===== src/verilog/evc_defines.svh =====
// ====================================================================
// sizes and register map of the event controller
// the register map assumes exactly four selected outputs
// addresses are byte addresses of 32-bit words
// ====================================================================
`ifndef EVC_DEFINES_SVH
`define EVC_DEFINES_SVH

// event inputs, one queue each
`define EVC_EVCNT 16

// error level inputs
`define EVC_ERRCNT 8

// selectable event outputs
`define EVC_SELCNT 4

// pending counter width, saturates at 2**EVC_QCW-1
`define EVC_QCW 3

// event index of selected output 0..3
`define EVC_A_SEL0 8'h00
`define EVC_A_SEL1 8'h04
`define EVC_A_SEL2 8'h08
`define EVC_A_SEL3 8'h0C

// enables of the selected outputs
`define EVC_A_SELEN 8'h10

// stream enables, one per event
`define EVC_A_IFEN 8'h14

// error enables for the nmi
`define EVC_A_ERREN 8'h18

// sticky overflow flags, write one to clear
`define EVC_A_OVF 8'h1C

// raw error inputs, read only
`define EVC_A_ERRIN 8'h20

`endif


===== src/verilog/evc_pkg.sv =====
// ====================================================================
// types shared by the event controller blocks
// widths follow the macros in evc_defines.svh
// ====================================================================
`include "evc_defines.svh"

package evc_pkg;

    // one bit per event input
    typedef logic [`EVC_EVCNT-1:0] ev_vec_t;

    // event number
    typedef logic [$clog2(`EVC_EVCNT)-1:0] ev_idx_t;

    // one bit per error input
    typedef logic [`EVC_ERRCNT-1:0] err_vec_t;

    // register port
    typedef logic [7:0]  reg_addr_t;
    typedef logic [31:0] reg_data_t;

    // pending events in one queue
    typedef logic [`EVC_QCW-1:0] qcnt_t;

    // stream output state machine
    typedef enum logic {
        ST_IDLE,
        ST_OFFER
    } stream_state_t;

endpackage


===== src/verilog/evc_cfg_if.sv =====
// ====================================================================
// configuration from the register block to routing and stream logic
// ovf_set carries one-cycle pulses back to the sticky flags
// ====================================================================
`timescale 1ns/10ps
`include "evc_defines.svh"

interface evc_cfg_if;
    import evc_pkg::*;

    // event index per selected output
    ev_idx_t [`EVC_SELCNT-1:0] sel;
    logic    [`EVC_SELCNT-1:0] sel_en;

    // per event stream enable
    ev_vec_t if_en;

    // error mask for the nmi
    err_vec_t err_en;

    // overflow pulses from the queues
    ev_vec_t ovf_set;

    modport regs (
        output sel,
        output sel_en,
        output if_en,
        output err_en,
        input  ovf_set
    );

    modport route (
        input sel,
        input sel_en,
        input err_en
    );

    // used by the top level around the queue array
    modport stream (
        input  if_en,
        output ovf_set
    );

endinterface


===== src/verilog/evc_regs.sv =====
// ====================================================================
// control registers with a combinational read port
// unmapped addresses read zero and ignore writes
// overflow flags are sticky, a set wins over a clear in one cycle
// ====================================================================
`timescale 1ns/10ps
`include "evc_defines.svh"

module evc_regs (
    input  logic               clk,
    input  logic               rst_i,
    input  logic               reg_we_i,
    input  evc_pkg::reg_addr_t reg_addr_i,
    input  evc_pkg::reg_data_t reg_wdata_i,
    output evc_pkg::reg_data_t reg_rdata_o,
    input  evc_pkg::err_vec_t  err_i,
    evc_cfg_if.regs            cfg,
    output logic               ovf_any_o
);
    import evc_pkg::*;

    ev_idx_t [`EVC_SELCNT-1:0] sel_q;
    logic    [`EVC_SELCNT-1:0] sel_en_q;
    ev_vec_t                   if_en_q;
    err_vec_t                  err_en_q;
    ev_vec_t                   ovf_q;
    ev_vec_t                   ovf_clr;

    // write decode
    always_ff @(posedge clk) begin
        if (rst_i) begin
            sel_q    <= '0;
            sel_en_q <= '0;
            if_en_q  <= '0;
            err_en_q <= '0;
        end else if (reg_we_i) begin
            case (reg_addr_i)
                `EVC_A_SEL0:  sel_q[0] <= ev_idx_t'(reg_wdata_i);
                `EVC_A_SEL1:  sel_q[1] <= ev_idx_t'(reg_wdata_i);
                `EVC_A_SEL2:  sel_q[2] <= ev_idx_t'(reg_wdata_i);
                `EVC_A_SEL3:  sel_q[3] <= ev_idx_t'(reg_wdata_i);
                `EVC_A_SELEN: sel_en_q <= reg_wdata_i[`EVC_SELCNT-1:0];
                `EVC_A_IFEN:  if_en_q  <= ev_vec_t'(reg_wdata_i);
                `EVC_A_ERREN: err_en_q <= err_vec_t'(reg_wdata_i);
                default: ;
            endcase
        end
    end

    // write one to clear on the flag address
    assign ovf_clr = (reg_we_i && reg_addr_i == `EVC_A_OVF) ? ev_vec_t'(reg_wdata_i) : '0;

    always_ff @(posedge clk) begin
        if (rst_i) begin
            ovf_q <= '0;
        end else begin
            ovf_q <= (ovf_q & ~ovf_clr) | cfg.ovf_set;
        end
    end

    assign ovf_any_o = |ovf_q;

    assign cfg.sel    = sel_q;
    assign cfg.sel_en = sel_en_q;
    assign cfg.if_en  = if_en_q;
    assign cfg.err_en = err_en_q;

    // read mux
    always_comb begin
        reg_rdata_o = '0;
        case (reg_addr_i)
            `EVC_A_SEL0:  reg_rdata_o = reg_data_t'(sel_q[0]);
            `EVC_A_SEL1:  reg_rdata_o = reg_data_t'(sel_q[1]);
            `EVC_A_SEL2:  reg_rdata_o = reg_data_t'(sel_q[2]);
            `EVC_A_SEL3:  reg_rdata_o = reg_data_t'(sel_q[3]);
            `EVC_A_SELEN: reg_rdata_o = reg_data_t'(sel_en_q);
            `EVC_A_IFEN:  reg_rdata_o = reg_data_t'(if_en_q);
            `EVC_A_ERREN: reg_rdata_o = reg_data_t'(err_en_q);
            `EVC_A_OVF:   reg_rdata_o = reg_data_t'(ovf_q);
            `EVC_A_ERRIN: reg_rdata_o = reg_data_t'(err_i);
            default:      reg_rdata_o = '0;
        endcase
    end

endmodule


===== src/verilog/evc_route.sv =====
// ====================================================================
// interrupt mirror and selected outputs, one cycle after ev_i
// nmi_o is combinational from err_i with no register
// ====================================================================
`timescale 1ns/10ps
`include "evc_defines.svh"

module evc_route (
    input  logic                    clk,
    input  logic                    rst_i,
    input  evc_pkg::ev_vec_t        ev_i,
    input  evc_pkg::err_vec_t       err_i,
    evc_cfg_if.route                cfg,
    output evc_pkg::ev_vec_t        irq_o,
    output logic [`EVC_SELCNT-1:0]  ev_sel_o,
    output logic                    nmi_o
);
    import evc_pkg::*;

    ev_vec_t                 irq_q;
    logic [`EVC_SELCNT-1:0]  sel_q;
    logic [`EVC_SELCNT-1:0]  sel_d;

    // pick one event per output and mask with its enable
    always_comb begin
        for (int n = 0; n < `EVC_SELCNT; n++) begin
            sel_d[n] = cfg.sel_en[n] & ev_i[cfg.sel[n]];
        end
    end

    always_ff @(posedge clk) begin
        if (rst_i) begin
            irq_q <= '0;
            sel_q <= '0;
        end else begin
            irq_q <= ev_i;
            sel_q <= sel_d;
        end
    end

    assign irq_o    = irq_q;
    assign ev_sel_o = sel_q;

    // masked error levels
    assign nmi_o = |(err_i & cfg.err_en);

endmodule


===== src/verilog/evc_event_queue.sv =====
// ====================================================================
// pending counter for one event, saturates at full count
// ovf_o pulses one cycle after an event is dropped
// ====================================================================
`timescale 1ns/10ps

module evc_event_queue (
    input  logic clk,
    input  logic rst_i,
    input  logic event_i,
    input  logic ack_i,
    output logic req_o,
    output logic ovf_o
);
    import evc_pkg::*;

    qcnt_t cnt_q;
    logic  full;
    logic  drop;

    assign full = &cnt_q;

    // an ack frees a slot, so only a lone event at full is lost
    assign drop = event_i & ~ack_i & full;

    always_ff @(posedge clk) begin
        if (rst_i) begin
            cnt_q <= '0;
            ovf_o <= 1'b0;
        end else begin
            ovf_o <= drop;
            if (event_i && !ack_i && !full) begin
                cnt_q <= cnt_q + 1'b1;
            end else if (ack_i && !event_i && cnt_q != '0) begin
                cnt_q <= cnt_q - 1'b1;
            end
        end
    end

    assign req_o = (cnt_q != '0);

endmodule


===== src/verilog/evc_arbiter.sv =====
// ====================================================================
// round-robin arbiter, search starts at the pointer and wraps
// the pointer moves to one past the winner on load_i
// ====================================================================
`timescale 1ns/10ps

module evc_arbiter (
    input  logic             clk,
    input  logic             rst_i,
    input  evc_pkg::ev_vec_t req_i,
    input  logic             load_i,
    output evc_pkg::ev_vec_t grant_o,
    output evc_pkg::ev_idx_t grant_idx_o
);
    import evc_pkg::*;

    localparam int N = $bits(ev_vec_t);

    ev_idx_t ptr_q;
    logic    found;

    always_comb begin
        ev_idx_t cand;
        found       = 1'b0;
        grant_idx_o = '0;
        for (int i = 0; i < N; i++) begin
            cand = ev_idx_t'((int'(ptr_q) + i) % N);
            if (!found && req_i[cand]) begin
                found       = 1'b1;
                grant_idx_o = cand;
            end
        end
        grant_o = ev_vec_t'(found) << grant_idx_o;
    end

    // the winner gets lowest priority next round
    always_ff @(posedge clk) begin
        if (rst_i) begin
            ptr_q <= '0;
        end else if (load_i && found) begin
            ptr_q <= ev_idx_t'((int'(grant_idx_o) + 1) % N);
        end
    end

endmodule


===== src/verilog/evc_stream_fsm.sv =====
// ====================================================================
// offers one event number at a time on a valid/ready output
// data and grant are held while the sink stalls
// at most one message every two cycles
// ====================================================================
`timescale 1ns/10ps

module evc_stream_fsm (
    input  logic             clk,
    input  logic             rst_i,
    input  evc_pkg::ev_vec_t req_i,
    input  evc_pkg::ev_vec_t grant_i,
    input  evc_pkg::ev_idx_t grant_idx_i,
    output logic             load_o,
    output evc_pkg::ev_vec_t ack_o,
    output logic             ifev_vld_o,
    output evc_pkg::ev_idx_t ifev_dat_o,
    input  logic             ifev_rdy_i
);
    import evc_pkg::*;

    stream_state_t state_q;
    stream_state_t state_d;
    ev_idx_t       idx_q;
    ev_vec_t       gnt_q;
    logic          any_req;
    logic          accept;

    assign any_req = |req_i;
    assign accept  = (state_q == ST_OFFER) && ifev_rdy_i;

    // capture the winner when leaving idle
    assign load_o = (state_q == ST_IDLE) && any_req;

    always_comb begin
        state_d = state_q;
        case (state_q)
            ST_IDLE: begin
                if (any_req) begin
                    state_d = ST_OFFER;
                end
            end
            ST_OFFER: begin
                if (ifev_rdy_i) begin
                    state_d = ST_IDLE;
                end
            end
            default: state_d = ST_IDLE;
        endcase
    end

    always_ff @(posedge clk) begin
        if (rst_i) begin
            state_q <= ST_IDLE;
        end else begin
            state_q <= state_d;
        end
    end

    // held stable through back-pressure
    always_ff @(posedge clk) begin
        if (load_o) begin
            idx_q <= grant_idx_i;
            gnt_q <= grant_i;
        end
    end

    assign ifev_vld_o = (state_q == ST_OFFER);
    assign ifev_dat_o = idx_q;

    // one ack to the served queue on acceptance
    assign ack_o = accept ? gnt_q : '0;

endmodule


===== src/verilog/evc_top.sv =====
// ====================================================================
// event controller top level, single clock domain
// events reach the stream queues only when their enable is set
// ====================================================================
`timescale 1ns/10ps
`include "evc_defines.svh"

module evc_top (
    input  logic                   clk,
    input  logic                   rst_i,
    input  logic                   reg_we_i,
    input  evc_pkg::reg_addr_t     reg_addr_i,
    input  evc_pkg::reg_data_t     reg_wdata_i,
    output evc_pkg::reg_data_t     reg_rdata_o,
    input  evc_pkg::ev_vec_t       ev_i,
    input  evc_pkg::err_vec_t      err_i,
    output evc_pkg::ev_vec_t       irq_o,
    output logic [`EVC_SELCNT-1:0] ev_sel_o,
    output logic                   nmi_o,
    output logic                   ifev_vld_o,
    output evc_pkg::ev_idx_t       ifev_dat_o,
    input  logic                   ifev_rdy_i,
    output logic                   ifev_err_o
);
    import evc_pkg::*;

    ev_vec_t req;
    ev_vec_t ack;
    ev_vec_t ovf;
    ev_vec_t grant;
    ev_idx_t grant_idx;
    logic    load;

    evc_cfg_if cfg ();

    evc_regs evc_regs_i (
        .clk         (clk),
        .rst_i       (rst_i),
        .reg_we_i    (reg_we_i),
        .reg_addr_i  (reg_addr_i),
        .reg_wdata_i (reg_wdata_i),
        .reg_rdata_o (reg_rdata_o),
        .err_i       (err_i),
        .cfg         (cfg.regs),
        .ovf_any_o   (ifev_err_o)
    );

    evc_route evc_route_i (
        .clk      (clk),
        .rst_i    (rst_i),
        .ev_i     (ev_i),
        .err_i    (err_i),
        .cfg      (cfg.route),
        .irq_o    (irq_o),
        .ev_sel_o (ev_sel_o),
        .nmi_o    (nmi_o)
    );

    // one pending counter per event
    for (genvar j = 0; j < `EVC_EVCNT; j++) begin : g_queue
        evc_event_queue evc_event_queue_i (
            .clk     (clk),
            .rst_i   (rst_i),
            .event_i (ev_i[j] & cfg.if_en[j]),
            .ack_i   (ack[j]),
            .req_o   (req[j]),
            .ovf_o   (ovf[j])
        );
    end

    // overflow pulses back to the sticky flags
    assign cfg.ovf_set = ovf;

    evc_arbiter evc_arbiter_i (
        .clk         (clk),
        .rst_i       (rst_i),
        .req_i       (req),
        .load_i      (load),
        .grant_o     (grant),
        .grant_idx_o (grant_idx)
    );

    evc_stream_fsm evc_stream_fsm_i (
        .clk         (clk),
        .rst_i       (rst_i),
        .req_i       (req),
        .grant_i     (grant),
        .grant_idx_i (grant_idx),
        .load_o      (load),
        .ack_o       (ack),
        .ifev_vld_o  (ifev_vld_o),
        .ifev_dat_o  (ifev_dat_o),
        .ifev_rdy_i  (ifev_rdy_i)
    );

endmodule


===== config.mk =====
export PLATFORM = sky130hd
export DESIGN_NAME = evc_top
export DESIGN_NICKNAME = d
export VERILOG_FILES = /design/src/verilog/evc_pkg.sv /design/src/verilog/evc_cfg_if.sv /design/src/verilog/evc_regs.sv /design/src/verilog/evc_route.sv /design/src/verilog/evc_event_queue.sv /design/src/verilog/evc_arbiter.sv /design/src/verilog/evc_stream_fsm.sv /design/src/verilog/evc_top.sv
export VERILOG_INCLUDE_DIRS = /design/src /design/src/verilog
export SDC_FILE = /design/constraint.sdc
export NUM_CORES = 1
export LEC_CHECK = 0
export BUFFER_PORTS_ARGS = -buffer_cell sky130_fd_sc_hd__clkbuf_2
export CORE_UTILIZATION = 54
export DETAILED_ROUTE_END_ITERATION = 8
export PLACE_DENSITY = 0.84
export SLEW_MARGIN = 20
export SYNTH_ARGS = -nofsm -noshare
export SYNTH_HDL_FRONTEND = slang
export SYNTH_SLANG_ARGS = --single-unit

===== constraint.sdc =====
create_clock -name clk -period 5.1 [get_ports clk]
set_clock_uncertainty 0.05 [all_clocks]
set_input_delay 0.51 -clock clk [delete_from_list [all_inputs] [get_ports clk]]
set_output_delay 0.51 -clock clk [all_outputs]
set_load 0.02 [all_outputs]

# Word-level counts from Yosys, hierarchy flattened
# Cells that the tools add are included.
[classes]
add_sub_neg = 48
mul = 0
div_mod_pow = 0
order_cmp = 20
eq_ne = 8
n_shift = 1
muxes = 110
bitwise_logic = 73
reduce_logical = 205
[ops]
columns = ["cell", "n"]
rows = [
  ["one-hot mux 16 bit (9 select lines)", 1],
  ["< comparator 4 x 5 -> 1 bit (second input constant)", 20],
  ["2-to-1 mux 3 bit", 32],
  ["logical AND 1 bit", 83],
  ["binary-select mux 1 bit (select 4 bit)", 20],
  ["2-to-1 mux 4 bit", 16],
  ["zero test 1 bit", 63],
  ["AND 1 bit", 52],
  ["adder 3 x 1 -> 3 bit (second input constant)", 16],
  ["AND reduction 3 bit", 16],
  ["nonzero test 3 bit", 16],
  ["subtractor 3 x 1 -> 3 bit (second input constant)", 16],
  ["2-to-1 mux 1 bit", 38],
  ["adder 4 bit (second input constant)", 8],
  ["== test 8 x 5 -> 1 bit (second input constant)", 4],
  ["2-to-1 mux 16 bit", 2],
  ["nonzero test 2 bit", 16],
  ["OR reduction 16 bit", 2],
  ["NOT 1 bit", 17],
  ["adder 4 x 3 -> 4 bit (second input constant)", 4],
  ["AND 16 bit", 1],
  ["== test 8 x 4 -> 1 bit (second input constant)", 2],
  ["NOT 16 bit", 1],
  ["bitwise OR 16 bit", 1],
  ["10 further kinds", 18],
]
[word_totals]
reg_bits = 169
latchBits = 0
ram_bits = 0
mem_bits_ro = 0
inputBits = 68
out_inout_bits = 59
wordCells = 511
n_memories = 0

# Depth between registers and ports, before layout
# Gate-level depths: netlist of run 1.
[depth]
depth_word = 50
ltp_mapped = 20
mapped_depth_nobuf = 15

# By module
# Synthesis of run 1 repeated with hierarchy kept, for this count alone.
[unflattened]
cells_unflattened = 1397
hier_area_um2 = 12507.0
[modules_own_cells]
columns = ["module", "instances", "cells_each", "area_per_inst_um2", "seq_area_each_um2"]
rows = [
  ["evc_event_queue (g_queue[0].evc_event_queue_i ...)", 15, 35, 285.3, 80.1],
  ["evc_regs", 1, 316, 2946.6, 1201.2],
  ["evc_arbiter", 1, 350, 2924.1, 80.1],
  ["evc_route", 1, 107, 1176.1, 400.4],
  ["evc_stream_fsm", 1, 48, 793.3, 620.6],
  ["evc_event_queue (g_queue[7].evc_event_queue_i)", 1, 35, 287.8, 80.1],
  ["evc_top", 1, 16, 100.1, 0.0],
]

# Least setup slack after synthesis of run 1
# No wires, ideal clock.
[synth_path]
kind = "register to register"
startpoint = "register evc_arbiter_i.ptr_q[1]"
endpoint = "register evc_arbiter_i.ptr_q[3]"
setup_ns = 0.089
arrival_time_ns = 4.652
required_time_ns = 4.961
path_slack_ns = 0.309
stages_incl_launch_ff = 17
n_path_buf = 3
period_less_slack_ns = 4.791
cell_sequence = "dfxtp_1 > inv_1 > clkbuf_1 > ha_1 > buf_4 > inv_1 > buf_2 > mux4_1 > mux2_2 > mux2_4 > nor4_4 > nand3_2 > o32ai_2 > a211oi_1 > a211o_1 > a31o_1 > a311oi_2"
[synth_via]
elab_chain_cells = 49
word_cells_on_any_way = 111
cone_classes = "16 x add/sub; 64 x mux; 31 x reduce/logical"
[synth_rtl]
columns = ["item", "line", "text"]
rows = [
  ["from (decl)", "evc_arbiter.sv:19", "ev_idx_t ptr_q;"],
  ["from (signal assigned)", "evc_arbiter.sv:41", "ptr_q <= ev_idx_t'((int'(grant_idx_o) + 1) % N);"],
  ["branches (longest 49 deep; another with adder 4 x 1 -> 4 bit)", "-", ""],
]
# Parallel ways; which one is timed is not known. The select of a mux whose other input is x is not followed.
# A chain may end at the register's enable or synchronous reset.

# Worst setup path in the final report of run 1
[layout_path]
startpoint = "register evc_arbiter_i.ptr_q[0]"
endpoint = "register evc_stream_fsm_i.gnt_q[12] (data pin)"
[layout_via]
elab_chain_cells = 49
word_cells_on_any_way = 110
cone_classes = "15 x add/sub; 1 x shift; 64 x mux; 30 x reduce/logical"
[layout_rtl]
columns = ["item", "line", "text"]
rows = [
  ["branches (longest 47 deep; another with adder 4 x 1 -> 4 bit)", "-", ""],
  ["2-to-1 mux 4 bit *", "evc_arbiter.sv:28", "if (!found && req_i[cand]) begin"],
  ["named net evc_arbiter_i.grant_idx_o[3]", "evc_arbiter.sv:13", "output evc_pkg::ev_idx_t grant_idx_o"],
  ["<< shifter 1 x 4 -> 16 bit *", "evc_arbiter.sv:33", "grant_o = ev_vec_t'(found) << grant_idx_o;"],
  ["to (signal assigned)", "evc_stream_fsm.sv:64", "gnt_q <= grant_i;"],
  ["to (decl)", "evc_stream_fsm.sv:25", "ev_vec_t gnt_q;"],
]
# Mark *: on every way through the listed nets, which the timed path passes. The select of a mux whose other input is x is not followed.

==> impl_metrics.tcl, run 1 <==
set metrics [dict create \
    fmax_mhz 211 \
    hold_violations 0 \
    slew_headroom_pct 27.8 \
    power_density_nw_per_um2 240 \
    antenna_found_initial 0 \
    final.min_clock_period_ps 4740 \
    p_clk_share_pct 42.5 \
    cp_slowest_stage_delay_ps 630 \
    wire_per_inst_um 19.4 \
    yosysWarnings 0 \
    grt_setup_unrepaired "false" \
    fillCellCount 1635 \
    clockRootBuffer "clkbuf_16" \
    fp-row-count 51 \
    setup.worst_path.class "flop to flop" \
    gp_congestion 0.964 \
    p_sw_share_pct 26.6 \
    die_area_sq_um 20900 \
    final_common_cell "nand2_1" \
    synth_compound_area_share_pct 17.6 \
    syn_inst 1276 \
    ys.flop_type "dfxtp_1" \
    cts_setup_buffers 0 \
    ctsHoldBuffers 0 \
    synth_top_family_by_area "simple AND/OR/NAND/NOR gates" \
    layout.nets 1446 \
    post-place-ws_ps 442 \
    worstPathMaxFanout 7 \
    grt.overflow.total 0 \
    power_frac_seq_pct 46.1 \
    start_util_pct 55.8 \
    required_ps 5350 \
    vias_per_cell 6.55 \
    cts.path.max_buffers 2 \
    synth_xor_xnor_area_share_pct 2.64 \
    n_antenna_cell 0 \
    p_sw_uw 784 \
    cts_htree_levels 4 \
    finalMaxSlewViolations 0 \
    cp-end-kind "flop" \
    die_y_um 144 \
    vias 10700 \
    tns_ps 0 \
    cts_tree "built" \
    cts_resized 0 \
    place_inst 1600 \
    critical_path_arrival_ps 4980 \
    finalNonFillerCells 1632 \
    status "finished clean" \
    postSynth.asyncResetShare_pct 0 \
    finalWirelength_mm 31.7 \
    clkSinkCount 169 \
    final_area_sq_um 12300 \
    track_usage_pct 31.3 \
    hp-class "primary input to flop" \
    core_sq_um 19700 \
    ir_worst_vdd_uv 254 \
    detail-route-antenna-nets 0 \
    dpl_cell_area_sq_um 11700 \
    critPathBufInv 2 \
    gr-usage-met2_pct 50.1 \
    met1_usage_pct 39.7 \
    p_int_mw 2.17 \
    grt_pass1_wl_mm 50.6 \
    path_common_cell "inv_1" \
    grt_max_degree 87 \
    grt_pass1_vias 9978 \
    tightestPinTransition_ps 1080 \
    synth-seq-cells 169 \
    avgSynthCellArea_sq_um 8.59 \
    start_kind "flop" \
    crit_family "multiplexers" \
    slowest_stage "xnor2_1" \
    leakagePower_nw 4.43 \
    die_w_um 144 \
    layout-drive-gt1-share_pct 17.6 \
    crit_chain "inv_1, ha_1, xnor2_1, mux4_1, mux2_2, mux2_4, nor4_4, nand3_2, o32ai_2, a211oi_1, a211o_1, inv_1, nand3_1, nor2_1" \
    drc 0 \
    synth_fa_ha_area_share_pct 3.84 \
    synth_cell_type_count 76 \
    max-cap-violations 0 \
    clock_latency_ps 440 \
    synth-edff-count 20 \
    syn-cell-area_sq_um 11000 \
    muxShareOfSynthArea_pct 15.2 \
    grt-busiest-layer "met2" \
    yosysSeqAreaShare_pct 32.7 \
    cts_made_buffers 17 \
    firstDrtPassIters 9 \
    finalSetupViolCount 0 \
    final_cell_mix "180 x nand2_1, 149 x dfxtp_1, 137 x nor2_1" \
    numPortBuffers 94 \
    setup_ws_ps 362 \
    clkSlewWorstSetupHoldPaths_ps 70 \
    hpwl_mm 23.0 \
    met3_usage_pct 7.91 \
    synth-simple-area-share_pct 23.8 \
    io_pins 127 \
    first_iter_violations 1274 \
    comb_power_share_pct 11.4 \
    area_delta_synth_final_pct 12.1 \
    fin_crit_sh_pct 92.9 \
]
cell type report:
cell class,instances,area [sq um],area share [%]
clock buffers,20,450,3.67
flip-flops and latches,169,3580,29.2
clock inverters,12,115,0.937
well taps,265,332,2.70
multi-input cells,1020,7010,57.0
repair buffers,126,726,5.91
inverters,20,75.1,0.611
synth_stat cells, types with 4 or more instances:
library cell	count	area (sq um)
buf_1	6	22.5
a22oi_1	16	120
nor2b_1	16	100
a222oi_1	4	40.0
and3b_1	4	35.0
buf_4	18	135
a21oi_1	102	510
a22o_1	12	105
o311a_1	4	40.0
o22ai_1	15	93.8
nor3_1	56	280
nand4_1	10	62.6
dfxtp_1	149	2980
inv_1	19	71.3
a211oi_1	15	113
mux2i_1	38	380
a31oi_1	15	93.8
o211ai_1	6	45.0
nor3b_1	16	120
nand2b_1	8	50.1
ha_1	8	100
o21ai_0	35	175
mux2_2	11	124
fa_1	16	320
nand3_1	74	370
and3_1	6	37.5
or3_1	14	87.6
clkbuf_1	51	191
nand2_1	180	676
and2_1	7	43.8
a31o_2	4	35.0
xnor2_1	30	263
a211o_1	4	35.0
buf_2	7	35.0
edfxtp_1	20	601
nor2_1	138	518
a2111oi_0	18	158
nor4_1	17	106
mux4_2	48	1080
a221oi_1	4	35.0
layer usage:
layer / share of wire (%) / wire length (um)
met1: 39 / 12400
met2: 47 / 14800
met3: 10 / 3300
met4: 3.8 / 1200
met5: 0 / 0
stage by stage:
step / util (%) / hold slack [ps] / power, mW
CTS: 62.5 / 253 / 2.95
finish: 62.5 / 257 / 2.95
global placement: 59.6 / 369 / 1.71
detailed placement: 59.6 / 376 / 1.72
global route: 62.5 / 259 / 3.04
floorplan: - / 363 / 1.62
registers in the layout (all words and copies together) (netlist names):
signal and flops:
evc_route_i.ev_sel_o 4, evc_regs_i.cfg.sel_en 4, g_queue.evc_event_queue_i.cnt_q 48, evc_regs_i.cfg.err_en 8, evc_stream_fsm_i.ifev_dat_o 4, evc_regs_i.cfg.if_en 16
evc_arbiter_i.ptr_q 4, evc_regs_i.ovf_q 16, evc_stream_fsm_i.gnt_q 16, evc_regs_i.cfg.sel 16, g_queue.evc_event_queue_i.ovf_o 16, evc_route_i.irq_o 16
evc_stream_fsm_i.ifev_vld_o 1
kinds of logic after synthesis:
group / Yosys count
other: 1
adder cells (fa/ha/maj): 24
XOR/XNOR: 33
AND/OR/NAND/NOR: 558
buffers and inverters: 102
AO/OA/AOI/OAI: 288
multiplexers: 101
flip-flops: 169
tightest hold or removal path, stage by stage:
cell and delay [ps]:
clkbuf_2 90, nand2_1 50, a21oi_1 50
path summary, 6_finish.rpt:
path	startpoint	to	slack [ps]	cells past startpoint
max	evc_arbiter_i.ptr_q[0]	evc_stream_fsm_i.gnt_q[12]	360	14
min	reg_wdata_i[12]	evc_regs_i.cfg.if_en[12]	260	3
max reg2reg	evc_arbiter_i.ptr_q[0]	evc_stream_fsm_i.gnt_q[12]	360	14
min reg2reg	g_queue[8].evc_event_queue_i.ovf_o	evc_regs_i.ovf_q[8]	390	2
power groups by stage:
stage / registers, mW / logic (mW) / clock network (mW)
after CTS: 1.36 / 0.327 / 1.26
after global placement: 1.39 / 0.321 / 0
after detailed placement: 1.39 / 0.324 / 0
after global routing: 1.36 / 0.361 / 1.31
final: 1.36 / 0.338 / 1.25
after floorplan: 1.40 / 0.216 / 0
Note: power is estimated with default switching activity, not from simulation.
==> inputs of run 2 (changes only) <==
Settings changed: GPL_TIMING_DRIVEN set to 0, REMOVE_ABC_BUFFERS set to 1.
==> impl_metrics.tcl, run 2 (synthesized netlist as in run 1, its figures left out) <==
set metrics [dict create \
    status "finished clean" \
    hold_violations 0 \
    final.min_clock_period_ps 4920 \
    ir_worst_vdd_uv 264 \
    clkSlewWorstSetupHoldPaths_ps 70 \
    start_kind "flop" \
    critical_path_arrival_ps 5160 \
    hold_depth 3 \
    r2r_cells 15 \
    vias_per_cell 6.69 \
    cts_tree "built" \
    cts_made_buffers 17 \
    first_iter_violations 1302 \
    power_density_nw_per_um2 238 \
    crit_family "simple AND/OR/NAND/NOR gates" \
    hp-class "primary input to flop" \
    layout.nets 1430 \
    finalWirelength_mm 32.2 \
    reg2reg_setup_slack_ps 180 \
    die_area_sq_um 20900 \
    layout-drive-gt1-share_pct 17.8 \
    finalPower_mw 2.93 \
    slew_headroom_pct 25.5 \
    regMostFlops "g_queue.evc_event_queue_i.cnt_q" \
    cts_htree_levels 4 \
    fmax_mhz 203 \
    min_to "evc_regs_i.cfg.if_en[15]" \
    tns_ps 0 \
    drc 0 \
    met1_usage_pct 41.7 \
    fillCellCount 1599 \
    gr-usage-met2_pct 49.5 \
    wire_per_inst_um 19.9 \
    start_util_pct 55.8 \
    die_y_um 144 \
    grt_pass1_vias 9630 \
    hpwl_mm 22.5 \
    gp_congestion 0.966 \
    grt_max_degree 114 \
    die_w_um 144 \
    fin_crit_sh_pct 96.5 \
    path_common_cell "nor4_4" \
    antenna_found_initial 0 \
    required_ps 5340 \
    worstHoldStart "reg_wdata_i[15]" \
    final_common_cell "nand2_1" \
    max-cap-violations 0 \
    finalSetupViolCount 0 \
    clkSinkCount 169 \
    track_usage_pct 31.3 \
    firstDrtPassIters 7 \
    cp_slowest_stage_delay_ps 690 \
    worstSetupPathDepth 15 \
    leakagePower_nw 4.37 \
    fp-row-count 51 \
    slowest_stage "mux4_1" \
    cts.path.max_buffers 2 \
    finalMaxSlewViolations 0 \
    detail-route-antenna-nets 0 \
    grt.overflow.total 0 \
    largest_register_ffs 48 \
    met3_usage_pct 6.23 \
    r2r-end "evc_stream_fsm_i.gnt_q[10]" \
    final_core_util_pct 62.6 \
    seq_area_sq_um 3590 \
    setup.worst_path.class "flop to flop" \
    clock_latency_ps 430 \
    n_antenna_cell 0 \
    crit_chain "clkinvlp_4, ha_4, buf_12, mux4_1, nor3_1, nor4_4, buf_2, nor4_4, nand3_2, o32ai_2, a211oi_1, a211o_1, inv_1, nand3_1, nor2_1" \
    grt-busiest-layer "met2" \
    grt_setup_unrepaired "false" \
    reg2reg_from "evc_arbiter_i.ptr_q[0]" \
    core_sq_um 19700 \
    multi_input_area_sq_um 7090 \
    critPathBufInv 4 \
    tightestPinTransition_ps 1110 \
    final_cell_mix "180 x nand2_1, 146 x dfxtp_1, 136 x nor2_1" \
    clockRootBuffer "clkbuf_16" \
    numPortBuffers 94 \
    cp-end-kind "flop" \
    grt_pass1_wl_mm 50.1 \
    area_delta_synth_final_pct 12.2 \
    ctsHoldBuffers 0 \
    vias 10800 \
    worstPathMaxFanout 21 \
    io_pins 127 \
]
[run 2: metrics by stage]
step / worst slack [ps] / hold slack (ps) / instance area [sq um] / instances
after floorplan: -942 / 363 / 10600 / 1209
after global placement: -2720 / 368 / 11400 / 1568
after detailed placement: -2050 / 375 / 11500 / 1572
after CTS: 18.7 / 261 / 12200 / 1615
after global routing: 49.6 / 271 / 12300 / 1616
final: 177 / 268 / 12300 / 1616
[run 2: layout make-up]
type | count | area share (%)
timing repair buffer | 110 | 5.27
clock inverter | 15 | 1.02
tap | 265 | 2.70
clock buffer | 17 | 3.46
multi-input combinational | 1020 | 57.6
inverter | 20 | 0.702
sequential | 169 | 29.2
[run 2: routing by layer]
metal / vias to the layer above / routed length, um / share of wire, %
met5: - / 0 / 0
met4: 0 / 1260 / 3.9
met3: 124 / 3620 / 11
met2: 736 / 14700 / 46
met1: 5086 / 12600 / 39
li1: 4858 / - / -
[run 2: how the worst max path moves through the flow]
stage	startpoint	end	slack (ps)
after floorplan	evc_arbiter_i.ptr_q[0]	evc_arbiter_i.ptr_q[2]	-940
after CTS	evc_arbiter_i.ptr_q[1]	evc_stream_fsm_i.gnt_q[10]	20
final	evc_arbiter_i.ptr_q[0]	evc_stream_fsm_i.gnt_q[10]	180
after global placement	evc_arbiter_i.ptr_q[0]	evc_arbiter_i.ptr_q[1]	-2720
after detailed placement	evc_arbiter_i.ptr_q[1]	evc_stream_fsm_i.gnt_q[12]	-2050
after global routing	evc_arbiter_i.ptr_q[0]	evc_stream_fsm_i.gnt_q[10]	50
[run 2: report_power, final]
| part | switching, mW | internal [mW] |
|---|---|---|
| combinational | 0.220 | 0.119 |
| sequential | 0.0108 | 1.35 |
| clock | 0.551 | 0.671 |
| total | 0.782 | 2.14 |
[run 2: worst reg2reg max path: stages (launching register included)]
cell,delay [ps]
dfxtp_4,540
clkinvlp_4,230
ha_4,350
buf_12,160
mux4_1,690
nor3_1,370
nor4_4,120
buf_2,210
nor4_4,390
nand3_2,240
o32ai_2,390
a211oi_1,90
a211o_1,430
inv_1,140
nand3_1,200
nor2_1,160
[run 2: repair_timing]
action                                  CTS  global route
endpoints found under the setup margin   24            19
buffers inserted                         11             1
gates resized for setup                   9            10
pin swaps                                 2             0
